[src/logic/sched_config.svh]
//--------------------------------------
// GEMM tile scheduler widths and limits
//--------------------------------------
`ifndef SCHED_CONFIG_SVH
`define SCHED_CONFIG_SVH

// Width of M, N and the m/n tile counts and indices
`define SCHED_M_W 10

// K runs deeper than M and N, so it gets more bits
`define SCHED_K_W 12

// Tile sizes Tm, Tn, Tk and the in-slice k index
`define SCHED_T_W 5

// Largest Tm or Tn the array accepts
// Also the row and column mask width
`define SCHED_MAX_T 16

// Buffer address width, 1024 entries per bank
`define SCHED_ADDR_W 10

`endif

[src/logic/sched_dims_pkg.sv]
//--------------------------------------
// Scheduler dimension types
//--------------------------------------
`default_nettype none

`include "sched_config.svh"

package sched_dims_pkg;

  // Problem sizes and tile indices in M and N
  typedef logic [`SCHED_M_W-1:0] dim_mn_t;
  // Problem size and tile index along K
  typedef logic [`SCHED_K_W-1:0] dim_k_t;
  // Tile extent, also used for the k index inside a slice
  typedef logic [`SCHED_T_W-1:0] tile_sz_t;
  // One enable bit per PE row or column
  typedef logic [`SCHED_MAX_T-1:0] lane_mask_t;
  typedef logic [31:0] perf_cnt_t;
  typedef logic [`SCHED_ADDR_W-1:0] buf_addr_t;

  // Job descriptor from the host
  // Tile counts are precomputed ceilings, never derived in hardware
  typedef struct packed {
    dim_mn_t  m;
    dim_mn_t  n;
    dim_k_t   k;
    tile_sz_t tm;
    tile_sz_t tn;
    tile_sz_t tk;
    dim_mn_t  mt;
    dim_mn_t  nt;
    dim_k_t   kt;
  } sched_cfg_t;

  // Current position in the (m, n, k) loop
  typedef struct packed {
    dim_mn_t m_tile;
    dim_mn_t n_tile;
    dim_k_t  k_tile;
  } tile_pos_t;

endpackage

`default_nettype wire

[src/logic/sched_ctrl_pkg.sv]
//--------------------------------------
// Scheduler control types
//--------------------------------------
`default_nettype none

package sched_ctrl_pkg;

  import sched_dims_pkg::*;

  // One-hot FSM encoding
  // Each state decodes from a single bit
  typedef enum logic [6:0] {
    IDLE        = 7'b000_0001,
    PREP_TILE   = 7'b000_0010,
    WAIT_READY  = 7'b000_0100,
    LOAD_WEIGHT = 7'b000_1000,
    STREAM_K    = 7'b001_0000,
    TILE_DONE   = 7'b010_0000,
    DONE        = 7'b100_0000
  } sched_state_t;

  // Bank fill status from the DMA, all levels
  // Ping holds even k tiles, pong holds odd ones
  typedef struct packed {
    logic a_ping;
    logic a_pong;
    logic b_ping;
    logic b_pong;
  } bank_valid_t;

  // Read command to the A and B buffers
  typedef struct packed {
    logic      rd_en;
    // Position inside the current k slice
    tile_sz_t  k_idx;
    // Valid in the weight load phase only
    buf_addr_t wgt_addr;
    // Valid in the activation stream phase only
    buf_addr_t act_addr;
    // 0 for ping, 1 for pong, shared by A and B
    logic      bank_sel;
  } buf_rd_t;

endpackage

`default_nettype wire

[src/logic/sched_cmd_capture.sv]
//--------------------------------------
// Start latch and config capture
//--------------------------------------
`timescale 1ns/1ps
`default_nettype none

module sched_cmd_capture
  import sched_dims_pkg::*;
  import sched_ctrl_pkg::*;
(
  input  wire         clk_gated,
  input  wire         rst_n,
  input  wire         start,
  input  wire         abort,
  input  sched_cfg_t  cfg,
  input  bank_valid_t bank_valid,
  input  wire         bank_sel,
  input  wire         leave_idle,
  output logic        go,
  output sched_cfg_t  cfg_q,
  output logic        banks_ready
);

  logic start_q;

  //--------------------------------------
  // Start latch
  //--------------------------------------
  // Holds a start pulse until the FSM takes it
  // Clearing wins over a start in the same cycle
  always_ff @(posedge clk_gated or negedge rst_n) begin
    if (!rst_n) begin
      start_q <= 1'b0;
    end else if (abort || leave_idle) begin
      start_q <= 1'b0;
    end else if (start) begin
      start_q <= 1'b1;
    end
  end

  assign go = start_q;

  // Job snapshot on start
  // Host may reprogram cfg while this job runs
  always_ff @(posedge clk_gated or negedge rst_n) begin
    if (!rst_n) begin
      cfg_q <= '0;
    end else if (start) begin
      cfg_q <= cfg;
    end
  end

  //--------------------------------------
  // Bank readiness
  //--------------------------------------
  // k tile parity picks ping or pong
  // Both A and B of that bank must be filled
  always_comb begin
    if (bank_sel) begin
      banks_ready = bank_valid.a_pong & bank_valid.b_pong;
    end else begin
      banks_ready = bank_valid.a_ping & bank_valid.b_ping;
    end
  end

endmodule

`default_nettype wire

[src/logic/tile_sequencer.sv]
//--------------------------------------
// Tile loop FSM and read sequencing
//--------------------------------------
`timescale 1ns/1ps
`default_nettype none

module tile_sequencer
  import sched_dims_pkg::*;
  import sched_ctrl_pkg::*;
(
  input  wire          clk_gated,
  input  wire          rst_n,
  input  wire          abort,
  input  wire          go,
  input  wire          start,
  input  sched_cfg_t   cfg_q,
  input  wire          banks_ready,
  input  tile_sz_t     tk_eff,
  output tile_pos_t    pos,
  output buf_rd_t      rd_cmd,
  output logic         clr,
  output logic         load_weight,
  output logic         en,
  output logic         done_tile,
  output logic         busy,
  output logic         leave_idle,
  output sched_state_t state,
  output logic         bank_sel
);

  sched_state_t state_d;
  // Step inside the current k slice
  tile_sz_t     k_ctr;
  logic         k_last;
  logic         last_k;
  logic         last_n;
  logic         last_m;

  // End of slice and end of loop flags
  assign k_last = (k_ctr == tk_eff - tile_sz_t'(1));
  assign last_k = (pos.k_tile == cfg_q.kt - dim_k_t'(1));
  assign last_n = (pos.n_tile == cfg_q.nt - dim_mn_t'(1));
  assign last_m = (pos.m_tile == cfg_q.mt - dim_mn_t'(1));

  //--------------------------------------
  // Next state
  //--------------------------------------
  always_comb begin
    state_d = state;
    case (state)
      IDLE: begin
        if (go) begin
          state_d = PREP_TILE;
        end
      end
      // Single cycle, accumulators cleared
      PREP_TILE: state_d = WAIT_READY;
      // DMA back-pressure, hold here until both banks fill
      WAIT_READY: begin
        if (banks_ready) begin
          state_d = LOAD_WEIGHT;
        end
      end
      LOAD_WEIGHT: begin
        if (k_last) begin
          state_d = STREAM_K;
        end
      end
      // Next k slice or close the output tile
      STREAM_K: begin
        if (k_last) begin
          state_d = last_k ? TILE_DONE : WAIT_READY;
        end
      end
      TILE_DONE: state_d = (last_m && last_n) ? DONE : PREP_TILE;
      // Raw start restarts at once, no pass through IDLE
      DONE: begin
        if (start) begin
          state_d = PREP_TILE;
        end
      end
      default: state_d = IDLE;
    endcase
    if (abort) begin
      state_d = IDLE;
    end
  end

  always_ff @(posedge clk_gated or negedge rst_n) begin
    if (!rst_n) begin
      state <= IDLE;
    end else begin
      state <= state_d;
    end
  end

  //--------------------------------------
  // Tile indices and k counter
  //--------------------------------------
  always_ff @(posedge clk_gated or negedge rst_n) begin
    if (!rst_n) begin
      pos   <= '0;
      k_ctr <= '0;
    end else if (abort) begin
      pos   <= '0;
      k_ctr <= '0;
    end else begin
      case (state)
        PREP_TILE: begin
          pos.k_tile <= '0;
          k_ctr      <= '0;
        end
        // Same count runs twice per slice, once per phase
        LOAD_WEIGHT: k_ctr <= k_last ? tile_sz_t'(0) : k_ctr + tile_sz_t'(1);
        STREAM_K: begin
          k_ctr <= k_last ? tile_sz_t'(0) : k_ctr + tile_sz_t'(1);
          // Parity flip moves reads to the other bank
          if (k_last && !last_k) begin
            pos.k_tile <= pos.k_tile + dim_k_t'(1);
          end
        end
        TILE_DONE: begin
          // k back to 0 so a new job never starts past its own KT
          pos.k_tile <= '0;
          // Row-major walk, n fastest
          if (last_n) begin
            pos.n_tile <= '0;
            pos.m_tile <= last_m ? dim_mn_t'(0) : pos.m_tile + dim_mn_t'(1);
          end else begin
            pos.n_tile <= pos.n_tile + dim_mn_t'(1);
          end
        end
        default: ;
      endcase
    end
  end

  //--------------------------------------
  // Buffer reads and array controls
  //--------------------------------------
  assign bank_sel = pos.k_tile[0];

  always_comb begin
    rd_cmd          = '0;
    rd_cmd.bank_sel = bank_sel;
    if (state == LOAD_WEIGHT) begin
      rd_cmd.rd_en    = 1'b1;
      rd_cmd.k_idx    = k_ctr;
      rd_cmd.wgt_addr = buf_addr_t'(k_ctr);
    end else if (state == STREAM_K) begin
      rd_cmd.rd_en    = 1'b1;
      rd_cmd.k_idx    = k_ctr;
      rd_cmd.act_addr = buf_addr_t'(k_ctr);
    end
  end

  assign clr        = (state == PREP_TILE);
  assign en         = (state == STREAM_K);
  assign done_tile  = (state == TILE_DONE);
  assign busy       = !(state inside {IDLE, DONE});
  assign leave_idle = ((state == IDLE) && go) || ((state == DONE) && start);

  // Weight data arrives one cycle after its read
  always_ff @(posedge clk_gated or negedge rst_n) begin
    if (!rst_n) begin
      load_weight <= 1'b0;
    end else begin
      load_weight <= (state == LOAD_WEIGHT);
    end
  end

  //--------------------------------------
  // Checks
  //--------------------------------------
  a_state_legal: assert property (@(posedge clk_gated) disable iff (!rst_n)
    state inside {IDLE, PREP_TILE, WAIT_READY, LOAD_WEIGHT, STREAM_K, TILE_DONE, DONE})
    else $error("state %b is not a legal encoding", state);

  // k index stays inside the edge-clamped slice
  a_kidx_range: assert property (@(posedge clk_gated) disable iff (!rst_n)
    rd_cmd.rd_en |-> (rd_cmd.k_idx < tk_eff))
    else $error("k_idx %0d not below tk_eff %0d", rd_cmd.k_idx, tk_eff);

  a_ktile_range: assert property (@(posedge clk_gated) disable iff (!rst_n)
    busy |-> (pos.k_tile < cfg_q.kt))
    else $error("k_tile %0d not below kt %0d", pos.k_tile, cfg_q.kt);

endmodule

`default_nettype wire

[src/logic/tile_edge_mask.sv]
//--------------------------------------
// Edge tile sizes and lane masks
//--------------------------------------
`timescale 1ns/1ps
`default_nettype none

`include "sched_config.svh"

module tile_edge_mask
  import sched_dims_pkg::*;
(
  input  sched_cfg_t cfg_q,
  input  tile_pos_t  pos,
  output lane_mask_t row_mask,
  output lane_mask_t col_mask,
  output tile_sz_t   tk_eff
);

  // Wide enough for any index times tile size
  typedef logic [`SCHED_K_W+`SCHED_T_W-1:0] ext_t;

  tile_sz_t tm_eff;
  tile_sz_t tn_eff;

  // Remaining extent past this tile's offset, clamped to the tile size
  function automatic tile_sz_t eff_size(input dim_k_t dim, input dim_k_t idx,
                                        input tile_sz_t tsz);
    ext_t off;
    ext_t rem;
    off = ext_t'(idx) * ext_t'(tsz);
    rem = (ext_t'(dim) > off) ? ext_t'(dim) - off : ext_t'(0);
    return (rem > ext_t'(tsz)) ? tsz : tile_sz_t'(rem);
  endfunction

  // Low cnt bits set, LSB is lane 0
  function automatic lane_mask_t low_mask(input tile_sz_t cnt);
    lane_mask_t mask;
    mask = '0;
    for (int i = 0; i < `SCHED_MAX_T; i++) begin
      if (i < int'(cnt)) begin
        mask[i] = 1'b1;
      end
    end
    return mask;
  endfunction

  // M and N widen to the K width so one helper covers all three
  assign tm_eff = eff_size(dim_k_t'(cfg_q.m), dim_k_t'(pos.m_tile), cfg_q.tm);
  assign tn_eff = eff_size(dim_k_t'(cfg_q.n), dim_k_t'(pos.n_tile), cfg_q.tn);
  assign tk_eff = eff_size(cfg_q.k, pos.k_tile, cfg_q.tk);

  assign row_mask = low_mask(tm_eff);
  assign col_mask = low_mask(tn_eff);

  // Tiles wider than the array would drop lanes from the mask
  always_comb begin
    a_tile_fits: assert ((cfg_q.tm <= `SCHED_MAX_T) && (cfg_q.tn <= `SCHED_MAX_T))
      else $error("tile %0dx%0d exceeds array size", cfg_q.tm, cfg_q.tn);
  end

endmodule

`default_nettype wire

[src/logic/sched_perf_counters.sv]
//--------------------------------------
// Per-tile performance counters
//--------------------------------------
`timescale 1ns/1ps
`default_nettype none

module sched_perf_counters
  import sched_dims_pkg::*;
  import sched_ctrl_pkg::*;
(
  input  wire          clk_gated,
  input  wire          rst_n,
  input  sched_state_t state,
  output perf_cnt_t    cycles_tile,
  output perf_cnt_t    stall_cycles
);

  // Restart at each tile, values hold after TILE_DONE for readout
  always_ff @(posedge clk_gated or negedge rst_n) begin
    if (!rst_n) begin
      cycles_tile  <= '0;
      stall_cycles <= '0;
    end else begin
      case (state)
        PREP_TILE: begin
          cycles_tile  <= '0;
          stall_cycles <= '0;
        end
        // Compute cycles, MACs enabled
        STREAM_K: cycles_tile <= cycles_tile + perf_cnt_t'(1);
        // Waiting on DMA to fill a bank
        WAIT_READY: stall_cycles <= stall_cycles + perf_cnt_t'(1);
        default: ;
      endcase
    end
  end

endmodule

`default_nettype wire

[src/logic/gemm_tile_scheduler.sv]
//--------------------------------------
// GEMM tile scheduler top
//--------------------------------------
`timescale 1ns/1ps
`default_nettype none

module gemm_tile_scheduler
  import sched_dims_pkg::*;
  import sched_ctrl_pkg::*;
(
  input  wire         clk_gated,
  input  wire         rst_n,
  input  wire         start,
  input  wire         abort,
  input  sched_cfg_t  cfg,
  input  bank_valid_t bank_valid,
  output buf_rd_t     rd_cmd,
  output logic        clr,
  output logic        load_weight,
  output logic        en,
  output logic        done_tile,
  output logic        busy,
  output lane_mask_t  row_mask,
  output lane_mask_t  col_mask,
  output tile_pos_t   pos,
  output perf_cnt_t   cycles_tile,
  output perf_cnt_t   stall_cycles
);

  //--------------------------------------
  // Internal links
  //--------------------------------------
  logic         go;
  sched_cfg_t   cfg_q;
  logic         banks_ready;
  // Ping/pong select back from the k tile parity
  logic         bank_sel;
  logic         leave_idle;
  tile_sz_t     tk_eff;
  sched_state_t state;

  // Host side, start and job snapshot
  sched_cmd_capture sched_cmd_capture_inst (
    .clk_gated   (clk_gated),
    .rst_n       (rst_n),
    .start       (start),
    .abort       (abort),
    .cfg         (cfg),
    .bank_valid  (bank_valid),
    .bank_sel    (bank_sel),
    .leave_idle  (leave_idle),
    .go          (go),
    .cfg_q       (cfg_q),
    .banks_ready (banks_ready)
  );

  tile_sequencer tile_sequencer_inst (
    .clk_gated   (clk_gated),
    .rst_n       (rst_n),
    .abort       (abort),
    .go          (go),
    .start       (start),
    .cfg_q       (cfg_q),
    .banks_ready (banks_ready),
    .tk_eff      (tk_eff),
    .pos         (pos),
    .rd_cmd      (rd_cmd),
    .clr         (clr),
    .load_weight (load_weight),
    .en          (en),
    .done_tile   (done_tile),
    .busy        (busy),
    .leave_idle  (leave_idle),
    .state       (state),
    .bank_sel    (bank_sel)
  );

  // Edge clamping for the current position
  tile_edge_mask tile_edge_mask_inst (
    .cfg_q    (cfg_q),
    .pos      (pos),
    .row_mask (row_mask),
    .col_mask (col_mask),
    .tk_eff   (tk_eff)
  );

  sched_perf_counters sched_perf_counters_inst (
    .clk_gated    (clk_gated),
    .rst_n        (rst_n),
    .state        (state),
    .cycles_tile  (cycles_tile),
    .stall_cycles (stall_cycles)
  );

endmodule

`default_nettype wire

[config.mk]
export PLATFORM = sky130hd
export DESIGN_NAME = gemm_tile_scheduler
export DESIGN_NICKNAME = d
export VERILOG_FILES = /design/src/logic/sched_dims_pkg.sv /design/src/logic/sched_ctrl_pkg.sv /design/src/logic/sched_cmd_capture.sv /design/src/logic/tile_sequencer.sv /design/src/logic/tile_edge_mask.sv /design/src/logic/sched_perf_counters.sv /design/src/logic/gemm_tile_scheduler.sv
export VERILOG_INCLUDE_DIRS = /design/src /design/src/logic
export SDC_FILE = /design/constraint.sdc
export NUM_CORES = 1
export LEC_CHECK = 0
export BUFFER_PORTS_ARGS = -buffer_cell sky130_fd_sc_hd__buf_2
export CORE_MARGIN = 1
export CORE_UTILIZATION = 25
export DETAILED_ROUTE_END_ITERATION = 8
export PLACE_DENSITY_LB_ADDON = 0.12
export RECOVER_POWER = 25
export SLEW_MARGIN = 20
export SYNTH_ARGS = -nofsm -noshare
export SYNTH_HDL_FRONTEND = slang
export SYNTH_SLANG_ARGS = --single-unit
export TNS_END_PERCENT = 30
[constraint.sdc]
create_clock -name clk_gated -period 9.5 [get_ports clk_gated]
set_input_delay 0 -clock clk_gated [delete_from_list [all_inputs] [get_ports clk_gated]]
set_output_delay 0 -clock clk_gated [all_outputs]
set_load 0.02 [all_outputs]
# Word level (Yosys, flattened, before mapping)
# Index checks and enable logic that the tools add are counted.
# W data, S select, Z words.
dict set report word_totals {
  inputBits 87
  elab_cells 179
  latch_bits 0
  regBits 189
  mem_bits_rw 0
  mem_count 0
  output_inout_bits 160
  romBits 0
}
dict set report op_classes {
  n_addsub 13
  n_mux 67
  shift 0
  n_eq_ne 17
  order_cmp 38
  n_reduce_logical 21
  div_mod_pow 0
  bitwise_logic 2
  mul 3
}
# op n
set op_table {}
lappend op_table {{$pmux W32 S2} 2}
lappend op_table {{$lt A4 B5 Y1 const A} 16}
lappend op_table {{$add A32 B1 Y32 const B} 2}
lappend op_table {{$gt A17 B5 Y1} 3}
lappend op_table {{$mux W17} 3}
lappend op_table {{$mux W7} 7}
lappend op_table {{$pmux W7 S7} 1}
lappend op_table {{$lt A3 B5 Y1 const A} 8}
lappend op_table {{$mux W10} 4}
lappend op_table {{$mux W1} 35}
lappend op_table {{$mux W5} 7}
lappend op_table {{$mux W32} 1}
lappend op_table {{$sub A10 B15 Y16} 2}
lappend op_table {{$gt A10 B15 Y1} 2}
lappend op_table {{$mul A10 B5 Y15} 2}
lappend op_table {{$pmux W12 S2} 1}
lappend op_table {{$add A10 B1 Y10 const B} 2}
lappend op_table {{$eq A10 B10 Y1} 2}
lappend op_table {{$lt A1 B5 Y1 const A} 4}
lappend op_table {{$lt A2 B5 Y1 const A} 4}
lappend op_table {{$mux W20} 1}
lappend op_table {{$sub A10 B1 Y10 const B} 2}
lappend op_table {{$mux W6} 3}
lappend op_table {{$gt A12 B17 Y1} 1}
lappend op_table {{28 further kinds} 46}

# Depth between registers and ports, before layout
# Gate-level depths: netlist (run 1).
dict set report depth {
  depth_word 11
  mapped_depth 46
  ltp_nobuf 42
}

# Cells and area by module
# From an unflattened synthesis (run 1), not the netlist that was laid out.
dict set report hier_totals {
  cells_unflattened 2025
  area_unflattened_um2 18525.3
}
# module seq_area_each_um2 n_inst cells_per_inst area_per_inst_um2
set by_module_without_submodules {}
lappend by_module_without_submodules {tile_edge_mask 0.0 1 1010 7689.9}
lappend by_module_without_submodules {tile_sequencer 1127.3 1 472 3885.0}
lappend by_module_without_submodules {sched_perf_counters 1601.5 1 370 3568.4}
lappend by_module_without_submodules {sched_cmd_capture 2001.9 1 173 3382.0}

# Least setup slack after synthesis (run 1)
# Ideal clock, no wire load.
dict set report synth_path {
  kind {register to register}
  from {reg tile_sequencer_inst.pos[2] (netlist name)}
  to {reg tile_sequencer_inst.pos[11] (netlist name)}
  setup_time_ns 0.079
  path_stages_with_launch 42
  t_arrival_ns 8.909
  period_less_slack_ns 8.988
  slack_ns 0.512
  n_path_buf 4
  t_required_ns 9.421
  path_cell_list {dfrtp_1 clkbuf_1 and2_1 fa_1 fa_1 inv_1 fa_1 inv_1 ha_1 buf_2 a21o_1 nand3_1 o211ai_1 a21oi_1 xor2_1 ha_1 clkbuf_1 nand4_1 [6 not listed] ha_1 a21oi_1 a21boi_0 o32a_1 a2111oi_0 nand4_1 a211oi_1 and3_1 or2_4 o22a_1 ha_1 and2_1 o221a_2 mux2i_1 nor4b_4 a21oi_2 or4_1 a21oi_1}
}
dict set report synth_via {
  elab_chain_cells 10
  word_cells_on_any_way 17
  classes_between {3 x add/sub; 1 x mul; 2 x order compare; 3 x eq/ne; 5 x mux; 3 x reduce/logical}
}
# element line
set synth_lines {}
lappend synth_lines {{$mul A12 B5 Y17} tile_edge_mask.sv:30} ;# off = ext_t'(idx) * ext_t'(tsz);
lappend synth_lines {{$sub A12 B17 Y17 or $gt A12 B17 Y1 (tied branches)} tile_edge_mask.sv:31} ;# rem = (ext_t'(dim) > off) ? ext_t'(dim) - off : ext_t'(0);
lappend synth_lines {{$mux W17} tile_edge_mask.sv:31}
lappend synth_lines {{$gt A17 B5 Y1} tile_edge_mask.sv:32} ;# return (rem > ext_t'(tsz)) ? tsz : tile_sz_t'(rem);
lappend synth_lines {{$mux W5} tile_edge_mask.sv:32}
lappend synth_lines {{$sub A5 B1 Y5} tile_sequencer.sv:40} ;# assign k_last = (k_ctr == tk_eff - tile_sz_t'(1));
lappend synth_lines {{$eq A5 B5 Y1} tile_sequencer.sv:40}
lappend synth_lines {{$logic_and A1 B1 Y1} tile_sequencer.sv:118} ;# if (k_last && !last_k) begin
lappend synth_lines {{$ne A3 B2 Y1 (no line)} -}
lappend synth_lines {{$reduce_and A2 Y1 (no line)} -}
# Several ways; a longest one is shown, not always the timed one. The select of a mux whose other input is x is not followed.
# A chain may end at the register's enable or synchronous reset.

# Worst setup path after layout (run 1)
dict set report layout_path {
  from {reg sched_cmd_capture_inst.cfg_q[34] (netlist name)}
  to {reg tile_sequencer_inst.k_ctr[2]}
}
dict set report layout_via {
  elab_chain_cells 10
  word_cells_on_any_way 11
  classes_between {2 x add/sub; 1 x mul; 2 x order compare; 1 x eq/ne; 5 x mux}
}
# element line
set layout_lines {}
lappend layout_lines {{$mul A12 B5 Y17} tile_edge_mask.sv:30}
lappend layout_lines {{$sub A12 B17 Y17 or $gt A12 B17 Y1 (tied branches)} tile_edge_mask.sv:31}
lappend layout_lines {{$mux W17} tile_edge_mask.sv:31}
lappend layout_lines {{$gt A17 B5 Y1} tile_edge_mask.sv:32}
lappend layout_lines {{$mux W5 *} tile_edge_mask.sv:32}
lappend layout_lines {{$sub A5 B1 Y5 *} tile_sequencer.sv:40}
lappend layout_lines {{$eq A5 B5 Y1 *} tile_sequencer.sv:40}
lappend layout_lines {{$mux W5 *} {tile_sequencer.sv:114, tile_sequencer.sv:116}}
lappend layout_lines {{$pmux W5 S2 *} tile_sequencer.sv:108} ;# case (state)
lappend layout_lines {{$mux W5 *} tile_sequencer.sv:104} ;# end else if (abort) begin
lappend layout_lines {{end signal: assignment} tile_sequencer.sv:114} ;# LOAD_WEIGHT: k_ctr <= k_last ? tile_sz_t'(0) : k_ctr + tile_sz_t'(1);
lappend layout_lines {{end signal: assignment} tile_sequencer.sv:116} ;# k_ctr <= k_last ? tile_sz_t'(0) : k_ctr + tile_sz_t'(1);
lappend layout_lines {{end: declaration} tile_sequencer.sv:33} ;# tile_sz_t k_ctr;
# Mark *: on every way between the ends. The rest lies on a longest branch, timed or not.

==> flow_summary.toml, run 1 <==
[clock_tree]
clk_path_buf_depth = 2
htreeDepth = 4
clock_latency_ps = 510
clk_pin_slew_ps = 90
cts_tree = "yes"
cts_sinks = 189
cts_buffers = 17
root_buffer = "clkbuf_16"

[worst_setup_path]
setup.worst_path.start_class = "register"
cp.depth = 41
crit_arrival_ps = 9420
endpoint_kind = "register"
cp_slowest_cell = "fa_1"
reg2reg_slack_ps = 520
path_buf_inv = 5
cp_slowest_stage_delay_ps = 550
critPathMaxFanout = 11
r2r_cells = 41
path_class = "register to register"
crit_family = "adder cells"
cp.required_ps = 9940

[placed_design]
dp_cells = 3081
hpwl_microns = 42310
gp_congestion = 0.8299
portBuffers = 236

[detailed_routing]
wirelength_microns = 55380
via_count = 15505
routedWlPerCell_microns = 17.26
top_layer = "met4"
wl_met1_microns = 26360
drc = 0
via_per_inst = 4.832
drtIter0Drc = 818
ant_nets = 0
firstDrtPassIters = 7
route.met3.wl_microns = 1888
dr_wl_met2_microns = 26270

[sta]
timing.final.crit_share = 0.9450
tightest_slew_ps = 4949
finalSetupViolations = 0
period_minus_slack_ps = 8978
hold_violations = 0
fin_skew_ps = 21.78
maxSlewViolCount = 133
slew_headroom = -2.299
fin_tns_setup_ps = 0
fmax_mhz = 111.4

[yosys]
synth_mux_area_frac = 0.04777
synth-xor-area-share = 0.05363
synth_top_family_by_area = "simple AND/OR/NAND/NOR gates"
ys.flop_type = "dfrtp_1"
synth-simple-area-share = 0.2158
yosys_register_bits = 189
synth.largest_area_cell = "dfrtp_1"
seq_area_frac_synth = 0.2736
synth_edf_count = 0
synth_compound_area_frac = 0.1573
ys_async_sr_fraction = 1.000
syn_area_sq_mm = 0.01729
ys_warn_count = 0
yosys.area_share.adder = 0.1864
ys_types = 85
avgSynthCellArea_sq_um = 8.516
synth_area_leaders = "dfrtp_1 27%, fa_1 9.4%, ha_1 9.3%"
synth_cells = 2030
synth_top_area_share = 0.2721

[power_and_ir_drop]
p_leak_nw = 10.07
power_density_mw_per_mm2 = 120.1
irDropWorstVdd_mv = 0.07795
total_power_mw = 2.524

[global_routing]
grt_first_pass_wirelength_microns = 87240
track_usage = 0.1586
grt_pass1_vias = 15484
grt-ovfl-total = 0
antenna_found_initial = 0
grt_max_degree = 76

[finish]
finalCoreUtilization = 0.3070
fin_nets = 2609
drive_above_1_share = 0.1677
stdcell_count = 3209
layout_common_cells = "224 x nand2_1, 213 x buf_2, 186 x dfrtp_1"
syn_to_final_growth_pct = 21.60
final_common_cell = "nand2_1"

[floorplan]
fp.coreArea_sq_mm = 0.06847
dieWidth_microns = 265.0
fp.dieArea_sq_mm = 0.07021
die-height_microns = 265.0
ios = 247
start_util = 0.2525
rows = 96

[hold_path]
hold_depth = 3
hold_path.class = "input port to register"

[job]
maxCapViolCount = 2

[outcome]
violations = "capacitance limit, slew limit"
status = "finished, violations left"
==> power breakdown <==
group	internal, mW	switching [mW]
logic	0.312	0.486
clock network	0.391	0.427
registers	0.845	0.0623
==> logic make-up after synthesis <==
family          Yosys count
other cells               1
fa+ha+maj               209
buf+inv                 286
mux                      76
flops                   189
xor+xnor                105
compound gates          424
simple gates            740
==> final timing paths <==
kind,start,end
max in group asynchronous,rst_n,sched_perf_counters_inst.stall_cycles[6]$_DFFE_PN0N_
min reg2reg,sched_perf_counters_inst.cycles_tile[31]$_DFFE_PN0P_,sched_perf_counters_inst.cycles_tile[31]$_DFFE_PN0P_
max,sched_cmd_capture_inst.cfg_q[34]$_DFFE_PN0P_,tile_sequencer_inst.k_ctr[2]$_DFFE_PN0P_
max reg2reg,sched_cmd_capture_inst.cfg_q[34]$_DFFE_PN0P_,tile_sequencer_inst.k_ctr[2]$_DFFE_PN0P_
min in group asynchronous,rst_n,sched_cmd_capture_inst.cfg_q[58]$_DFFE_PN0P_
min,start,sched_cmd_capture_inst.cfg_q[1]$_DFFE_PN0P_
==> what timing repair did <==
action / in CTS / in global routing
hold buffers: 82 / 0
setup endpoints to repair: 2 / 23
pin swaps: 0 / 9
resized for setup: 1 / 21
hold endpoints to repair: 158 / 0
buffers inserted: 0 / 13
==> synth_stat cells, types with 33 or more instances <==
cell type	count
a21oi_1	85
and2_1	109
and3_1	36
clkbuf_1	83
dfrtp_1	188
fa_1	81
ha_1	128
inv_1	178
mux2_2	52
nand2_1	225
nand3_1	88
nand4_1	33
nor2_1	104
nor3_1	35
o21ai_0	138
xnor2_1	56
xor2_1	48
==> state kept, by name (all words and copies together) (netlist names) <==
name,cells
sched_cmd_capture_inst.cfg_q,79
sched_perf_counters_inst.cycles_tile,32
sched_perf_counters_inst.stall_cycles,32
tile_sequencer_inst.pos,31
tile_sequencer_inst.state,7
tile_sequencer_inst.k_ctr,5
sched_cmd_capture_inst.go,1
tile_sequencer_inst.bank_sel,1
tile_sequencer_inst.load_weight,1
==> worst min-delay path, cell delays in order <==
cell	delay (ps)
buf_4	280
nand2_1	130
o21ai_0	70
==> per-stage QoR <==
| step | setup WS, ps | area (sq um) | hold slack (ps) |
|---|---|---|---|
| global route | -57.49 | 21020 | 91.34 |
| CTS | 17.11 | 20880 | 18.86 |
| floorplan | 511.9 | 17320 | -295.6 |
| finish | 522.0 | 21020 | 45.83 |
| global placement | 258.8 | 19400 | 55.11 |
| detailed placement | -17.54 | 19400 | 65.82 |
==> layer usage <==
| metal | up-vias | global-route usage |
|---|---|---|
| li1 | 7596 | - |
| met1 | 7568 | 0.2135 |
| met2 | 298 | 0.2621 |
| met3 | 43 | 0.02332 |
| met4 | 0 | 0.04562 |
| met5 | - | 0 |
==> cell type report <==
class	instances	area (sq um)
antenna	1	2.502
clock buffer	17	425.4
clock inverter	15	232.7
fill	7326	47440
inverter	179	671.9
multi-input combinational	1564	11550
sequential	189	4733
tap	882	1104
timing repair buffer	362	2305
Note: power is estimated with default switching activity, not from simulation.
==> run 2: changes to the inputs <==
- clock period: 9.5 -> 10.3 ns (I/O delays scaled with it)
==> flow_summary.toml, run 2 (synthesized netlist as in run 1, its figures left out) <==
[sta]
maxSlewViolCount = 176
fin_tns_setup_ps = 0
finalSetupViolations = 0
rsz0062_at_grt = "no"
setup_ws_ps = 729.5
tightest_slew_ps = 4165
hold_violations = 0
period_minus_slack_ps = 9571
timing.final.crit_share = 0.9292
fmax_mhz = 104.5
slew_headroom = -1.777
fin_skew_ps = 16.74

[placed_design]
dp_slack_ps = 306.3
gp_congestion = 0.8565
placed_cell_area_sq_mm = 0.01929
portBuffers = 236
dp_cells = 3066
hpwl_microns = 41930

[worst_setup_path]
cp.required_ps = 10730
cp_slowest_cell = "fa_1"
path_class = "register to register"
crit_arrival_ps = 10000
cp_slowest_stage_delay_ps = 550
critPathMaxFanout = 11
setup.worst_path.start_class = "register"
endpoint_kind = "register"
crit_path_frequent_cell = "a21oi_1"

[global_routing]
antenna_found_initial = 4
grt-ovfl-total = 0
track_usage = 0.1580
grt_pass1_vias = 15564
grt_max_degree = 66
grt_first_pass_wirelength_microns = 87290

[floorplan]
dieWidth_microns = 265.0
fp.dieArea_sq_mm = 0.07021
fp.coreArea_sq_mm = 0.06847
rows = 96
die-height_microns = 265.0
ios = 247
start_util = 0.2525

[power_and_ir_drop]
irDropWorstVdd_mv = 0.07081
p_leak_nw = 9.883
power_density_mw_per_mm2 = 111.7

[finish]
final_common_cell = "nand2_1"
layout_common_cells = "225 x nand2_1, 202 x buf_2, 181 x dfrtp_1"
finalCoreUtilization = 0.3037
regMostFlops = "sched_cmd_capture_inst.cfg_q"
fin_area_sq_mm = 0.02079
syn_to_final_growth_pct = 20.26
fin_nets = 2586
largest_register_ffs = 79
top_regs = "sched_cmd_capture_inst.cfg_q x79, sched_perf_counters_inst.cycles_tile x32, sched_perf_counters_inst.stall_cycles x32"
ff_latch_area_sq_mm = 0.004740
fillerInstances = 7354
stdcell_count = 3187
multi_input_area_sq_mm = 0.01149
drive_above_1_share = 0.1524

[outcome]
status = "finished, violations left"
violations = "capacitance limit, slew limit"

[clock_tree]
cts_buffers = 17
root_buffer = "clkbuf_16"
cts_tree = "yes"
cts_sinks = 189
clock_latency_ps = 500
clk_pin_slew_ps = 90
clk_path_buf_depth = 2
htreeDepth = 4

[detailed_routing]
firstDrtPassIters = 6
via_count = 15426
drtIter0Drc = 787
routedWlPerCell_microns = 17.25
drc = 0
ant_nets = 0
via_per_inst = 4.840
wirelength_microns = 54970

[job]
maxCapViolCount = 3

[hold_path]
hold_path.class = "input port to register"
-- run 2: changes by cell type in the layout (fill, tap and decap cells not counted), sizes merged --
| cell | delta |
|---|---|
| clkinv | -1 |
| buf | -36 |
| inv | +1 |
| dlygate4sd3 | +2 |
| diode | +1 |
| clkbuf | +11 |
-- run 2: layer usage --
layer	share of wire	vias to the layer above	global-route usage
met2	0.48	343	0.2626
met4	0.019	4	0.05015
li1	-	7521	-
met3	0.035	57	0.02545
met1	0.47	7501	0.2083
met5	0.00038	-	0
-- run 2: worst max-delay path: cells and delay by family (launching register included) --
kind	cells	cell delay (ps)
xor gates and xnor gates	1	190
and+or+nand+nor	11	2240
muxes	1	260
buffers and inverters	5	520
adders and majority gates	7	2820
AOI/OAI and AO/OA	15	2930
DFF	1	530
-- run 2: per-stage QoR --
step / power, mW / hold WS [ps]
after floorplan: 1.324 / -295.6
after global placement: 1.544 / 20.17
after detailed placement: 1.548 / 17.67
after CTS: 2.361 / 7.370
after global routing: 2.472 / 177.9
final: 2.323 / 88.35
-- run 2: repair_timing --
item | in CTS | in global routing
setup endpoints to repair | 0 | 23
hold buffers | 84 | 0
setup buffers | 0 | 3
endpoints found under the hold margin | 145 | 0
resized for setup | 0 | 16
-- run 2: area by class of cell --
class,count,share of cell area
Timing Repair Buffer,339,0.1019
Inverter,179,0.03232
Clock inverter,15,0.01131
Sequential cell,189,0.2280
Multi-Input combinational cell,1564,0.5527
Antenna cell,2,0.0002407
Clock buffer,17,0.02046
Tap cell,882,0.05308
-- run 2: worst paths after layout --
check / from / endpoint / slack, ps / cells after the start
min reg2reg: sched_perf_counters_inst.cycles_tile[31]$_DFFE_PN0P_ / sched_perf_counters_inst.cycles_tile[31]$_DFFE_PN0P_ / 490 / 1
max in group asynchronous: rst_n / tile_sequencer_inst.pos[4]$_DFFE_PN0P_ / 6150 / 2
min: bank_valid[0] / tile_sequencer_inst.state[3]$_DFFE_PN0P_ / 90 / 5
max: tile_sequencer_inst.pos[5]$_DFFE_PN0P_ / tile_sequencer_inst.k_ctr[2]$_DFFE_PN0P_ / 730 / 40
min in group asynchronous: rst_n / sched_cmd_capture_inst.cfg_q[58]$_DFFE_PN0P_ / 1500 / 2
max reg2reg: tile_sequencer_inst.pos[5]$_DFFE_PN0P_ / tile_sequencer_inst.k_ctr[2]$_DFFE_PN0P_ / 730 / 40
-- run 2: power breakdown --
part	switching (mW)	internal, mW	leakage (nW)	total, mW
clock network	0.400	0.363	0.316	0.763
registers	0.0591	0.780	2.46	0.839
logic	0.439	0.283	7.11	0.721
total	0.898	1.43	9.88	2.32
==> run 3: changes to the inputs <==
- CAP_MARGIN: unset -> 30
- PLACE_DENSITY_LB_ADDON: 0.12 -> unset
==> flow_summary.toml, run 3 (synthesized netlist as in run 1, its figures left out) <==
[outcome]
status = "finished, violations left"
violations = "capacitance limit, slew limit"

[global_routing]
track_usage = 0.1433
grt_pass1_vias = 14942
antenna_found_initial = 1
grt_first_pass_wirelength_microns = 80450
grt-ovfl-total = 0
grt_max_degree = 76

[power_and_ir_drop]
power_density_mw_per_mm2 = 109.5
total_power_mw = 2.260
irDropWorstVdd_mv = 0.09398
p_leak_nw = 9.875

[sta]
period_minus_slack_ps = 9642
hold_violations = 0
fin_tns_setup_ps = 0
fmax_mhz = 103.7
slew_headroom = -2.088
fin_skew_ps = 19.39
maxSlewViolCount = 76
finalSetupViolations = 0
timing.final.crit_share = 0.9361
rsz0062_at_grt = "no"
tightest_slew_ps = 4632

[clock_tree]
clock_latency_ps = 500
root_buffer = "clkbuf_16"
clk_pin_slew_ps = 90
cts_tree = "yes"
cts_sinks = 189
htreeDepth = 4
cts_setup_buffers = 0
cts_buffers = 17
clk_path_buf_depth = 2

[finish]
largest_register_ffs = 79
ff_latch_area_sq_mm = 0.004731
layout_common_cells = "225 x nand2_1, 211 x buf_2, 188 x dfrtp_1"
regMostFlops = "sched_cmd_capture_inst.cfg_q"
fillerInstances = 7311
top_regs = "sched_cmd_capture_inst.cfg_q x79, sched_perf_counters_inst.cycles_tile x32, sched_perf_counters_inst.stall_cycles x32"
fin_nets = 2576
fin_area_sq_mm = 0.02065
multi_input_area_sq_mm = 0.01147
final_common_cell = "nand2_1"
drive_above_1_share = 0.1487
syn_to_final_growth_pct = 19.44

[worst_setup_path]
r2r-start = "tile_sequencer_inst.pos[2]$_DFFE_PN0P_"
setup.worst_path.start_class = "register"
path_class = "register to register"
cp_slowest_stage_delay_ps = 550
crit_arrival_ps = 10080
cp_slowest_cell = "dfrtp_1"
critPathMaxFanout = 14
reg2reg_slack_ps = 660
r2r-end = "tile_sequencer_inst.pos[3]$_DFFE_PN0P_"
endpoint_kind = "register"
r2r_cells = 37
cp.required_ps = 10740

[placed_design]
gp_congestion = 0.8541
hpwl_microns = 37730
portBuffers = 236
placed_cell_area_sq_mm = 0.01926

[floorplan]
rows = 96
ios = 247
fp.coreArea_sq_mm = 0.06847
dieWidth_microns = 265.0
fp.dieArea_sq_mm = 0.07021
start_util = 0.2525
die-height_microns = 265.0

[detailed_routing]
firstDrtPassIters = 6
routedWlPerCell_microns = 15.67
wirelength_microns = 49770
dr_wl_met2_microns = 23530
via_per_inst = 4.806
via_count = 15263
route.met3.wl_microns = 2014
drtIter0Drc = 968
ant_nets = 0
wl_met1_microns = 23520
drc = 0
top_layer = "met4"

[hold_path]
hold_depth = 3
min_from = "start"
hold_path.class = "input port to register"
min_to = "sched_cmd_capture_inst.cfg_q[69]$_DFFE_PN0P_"

[job]
maxCapViolCount = 1
[run 3: changes by cell type in the layout (fill, tap and decap cells not counted), sizes merged]
cell | previous run | this run
clkinv | 7 | 3
dlygate4sd3 | 84 | 81
clkinvlp | 0 | 2
diode | 2 | 1
buf | 220 | 224
clkbuf | 52 | 43
[run 3: timing repair]
action,CTS,global route
hold buffers,81,0
resized for setup,0,2
endpoints found under the hold margin,156,0
setup endpoints to repair,0,13
[run 3: worst max-delay path: cells and delay by family (launching register included)]
kind / cells / cell delay [ps]
adder cells (fa/ha/maj): 7 / 2920
AO/OA/AOI/OAI: 13 / 2830
AND/OR/NAND/NOR: 11 / 2450
flip-flops: 1 / 550
multiplexers: 2 / 330
buffers and inverters: 3 / 330
XOR/XNOR: 1 / 150
[run 3: power breakdown]
| part | switching, mW | leakage (nW) | internal, mW |
|---|---|---|---|
| Combinational | 0.428 | 7.12 | 0.278 |
| Sequential | 0.0576 | 2.47 | 0.780 |
| Clock | 0.362 | 0.292 | 0.355 |
| Total | 0.848 | 9.87 | 1.41 |
[run 3: how the worst max path moves through the flow]
stage	startpoint	end	slack [ps]	cells after the start
after floorplan	tile_sequencer_inst.pos[2]$_DFFE_PN0P_	tile_sequencer_inst.pos[11]$_DFFE_PN0P_	1310	41
after global placement	sched_cmd_capture_inst.cfg_q[35]$_DFFE_PN0P_	tile_sequencer_inst.pos[3]$_DFFE_PN0P_	820	37
after detailed placement	sched_cmd_capture_inst.cfg_q[35]$_DFFE_PN0P_	tile_sequencer_inst.pos[3]$_DFFE_PN0P_	630	37
after CTS	tile_sequencer_inst.pos[2]$_DFFE_PN0P_	tile_sequencer_inst.pos[3]$_DFFE_PN0P_	580	38
after global routing	tile_sequencer_inst.pos[2]$_DFFE_PN0P_	tile_sequencer_inst.pos[3]$_DFFE_PN0P_	40	39
final	tile_sequencer_inst.pos[2]$_DFFE_PN0P_	tile_sequencer_inst.pos[3]$_DFFE_PN0P_	660	37
[run 3: area by class of cell]
class / count / share of cell area
Multi-Input combinational cell: 1564 / 0.5557
Sequential cell: 189 / 0.2291
Timing Repair Buffer: 329 / 0.09950
Tap cell: 882 / 0.05344
Inverter: 179 / 0.03254
Clock buffer: 19 / 0.02145
Clock inverter: 13 / 0.008120
Antenna cell: 1 / 0.0001212
[run 3: per-stage QoR]
step	utilization	hold slack, ps	instances	setup slack (ps)
6_report	0.3016	82.72	3176	658.0
4_1_cts	0.3020	52.38	3175	580.6
3_5_place_dp	0.2813	13.81	3062	626.8
5_1_grt	0.3016	101.2	3176	37.03
3_3_place_gp	0.2813	11.09	3062	822.7
2_1_floorplan	-	-295.6	2039	1312
[run 3: routing by layer]
metal | up-vias | global-route usage
met4 | 0 | 0.03609
met1 | 7397 | 0.1885
met2 | 310 | 0.2401
met5 | - | 0
met3 | 37 | 0.02703
li1 | 7519 | -
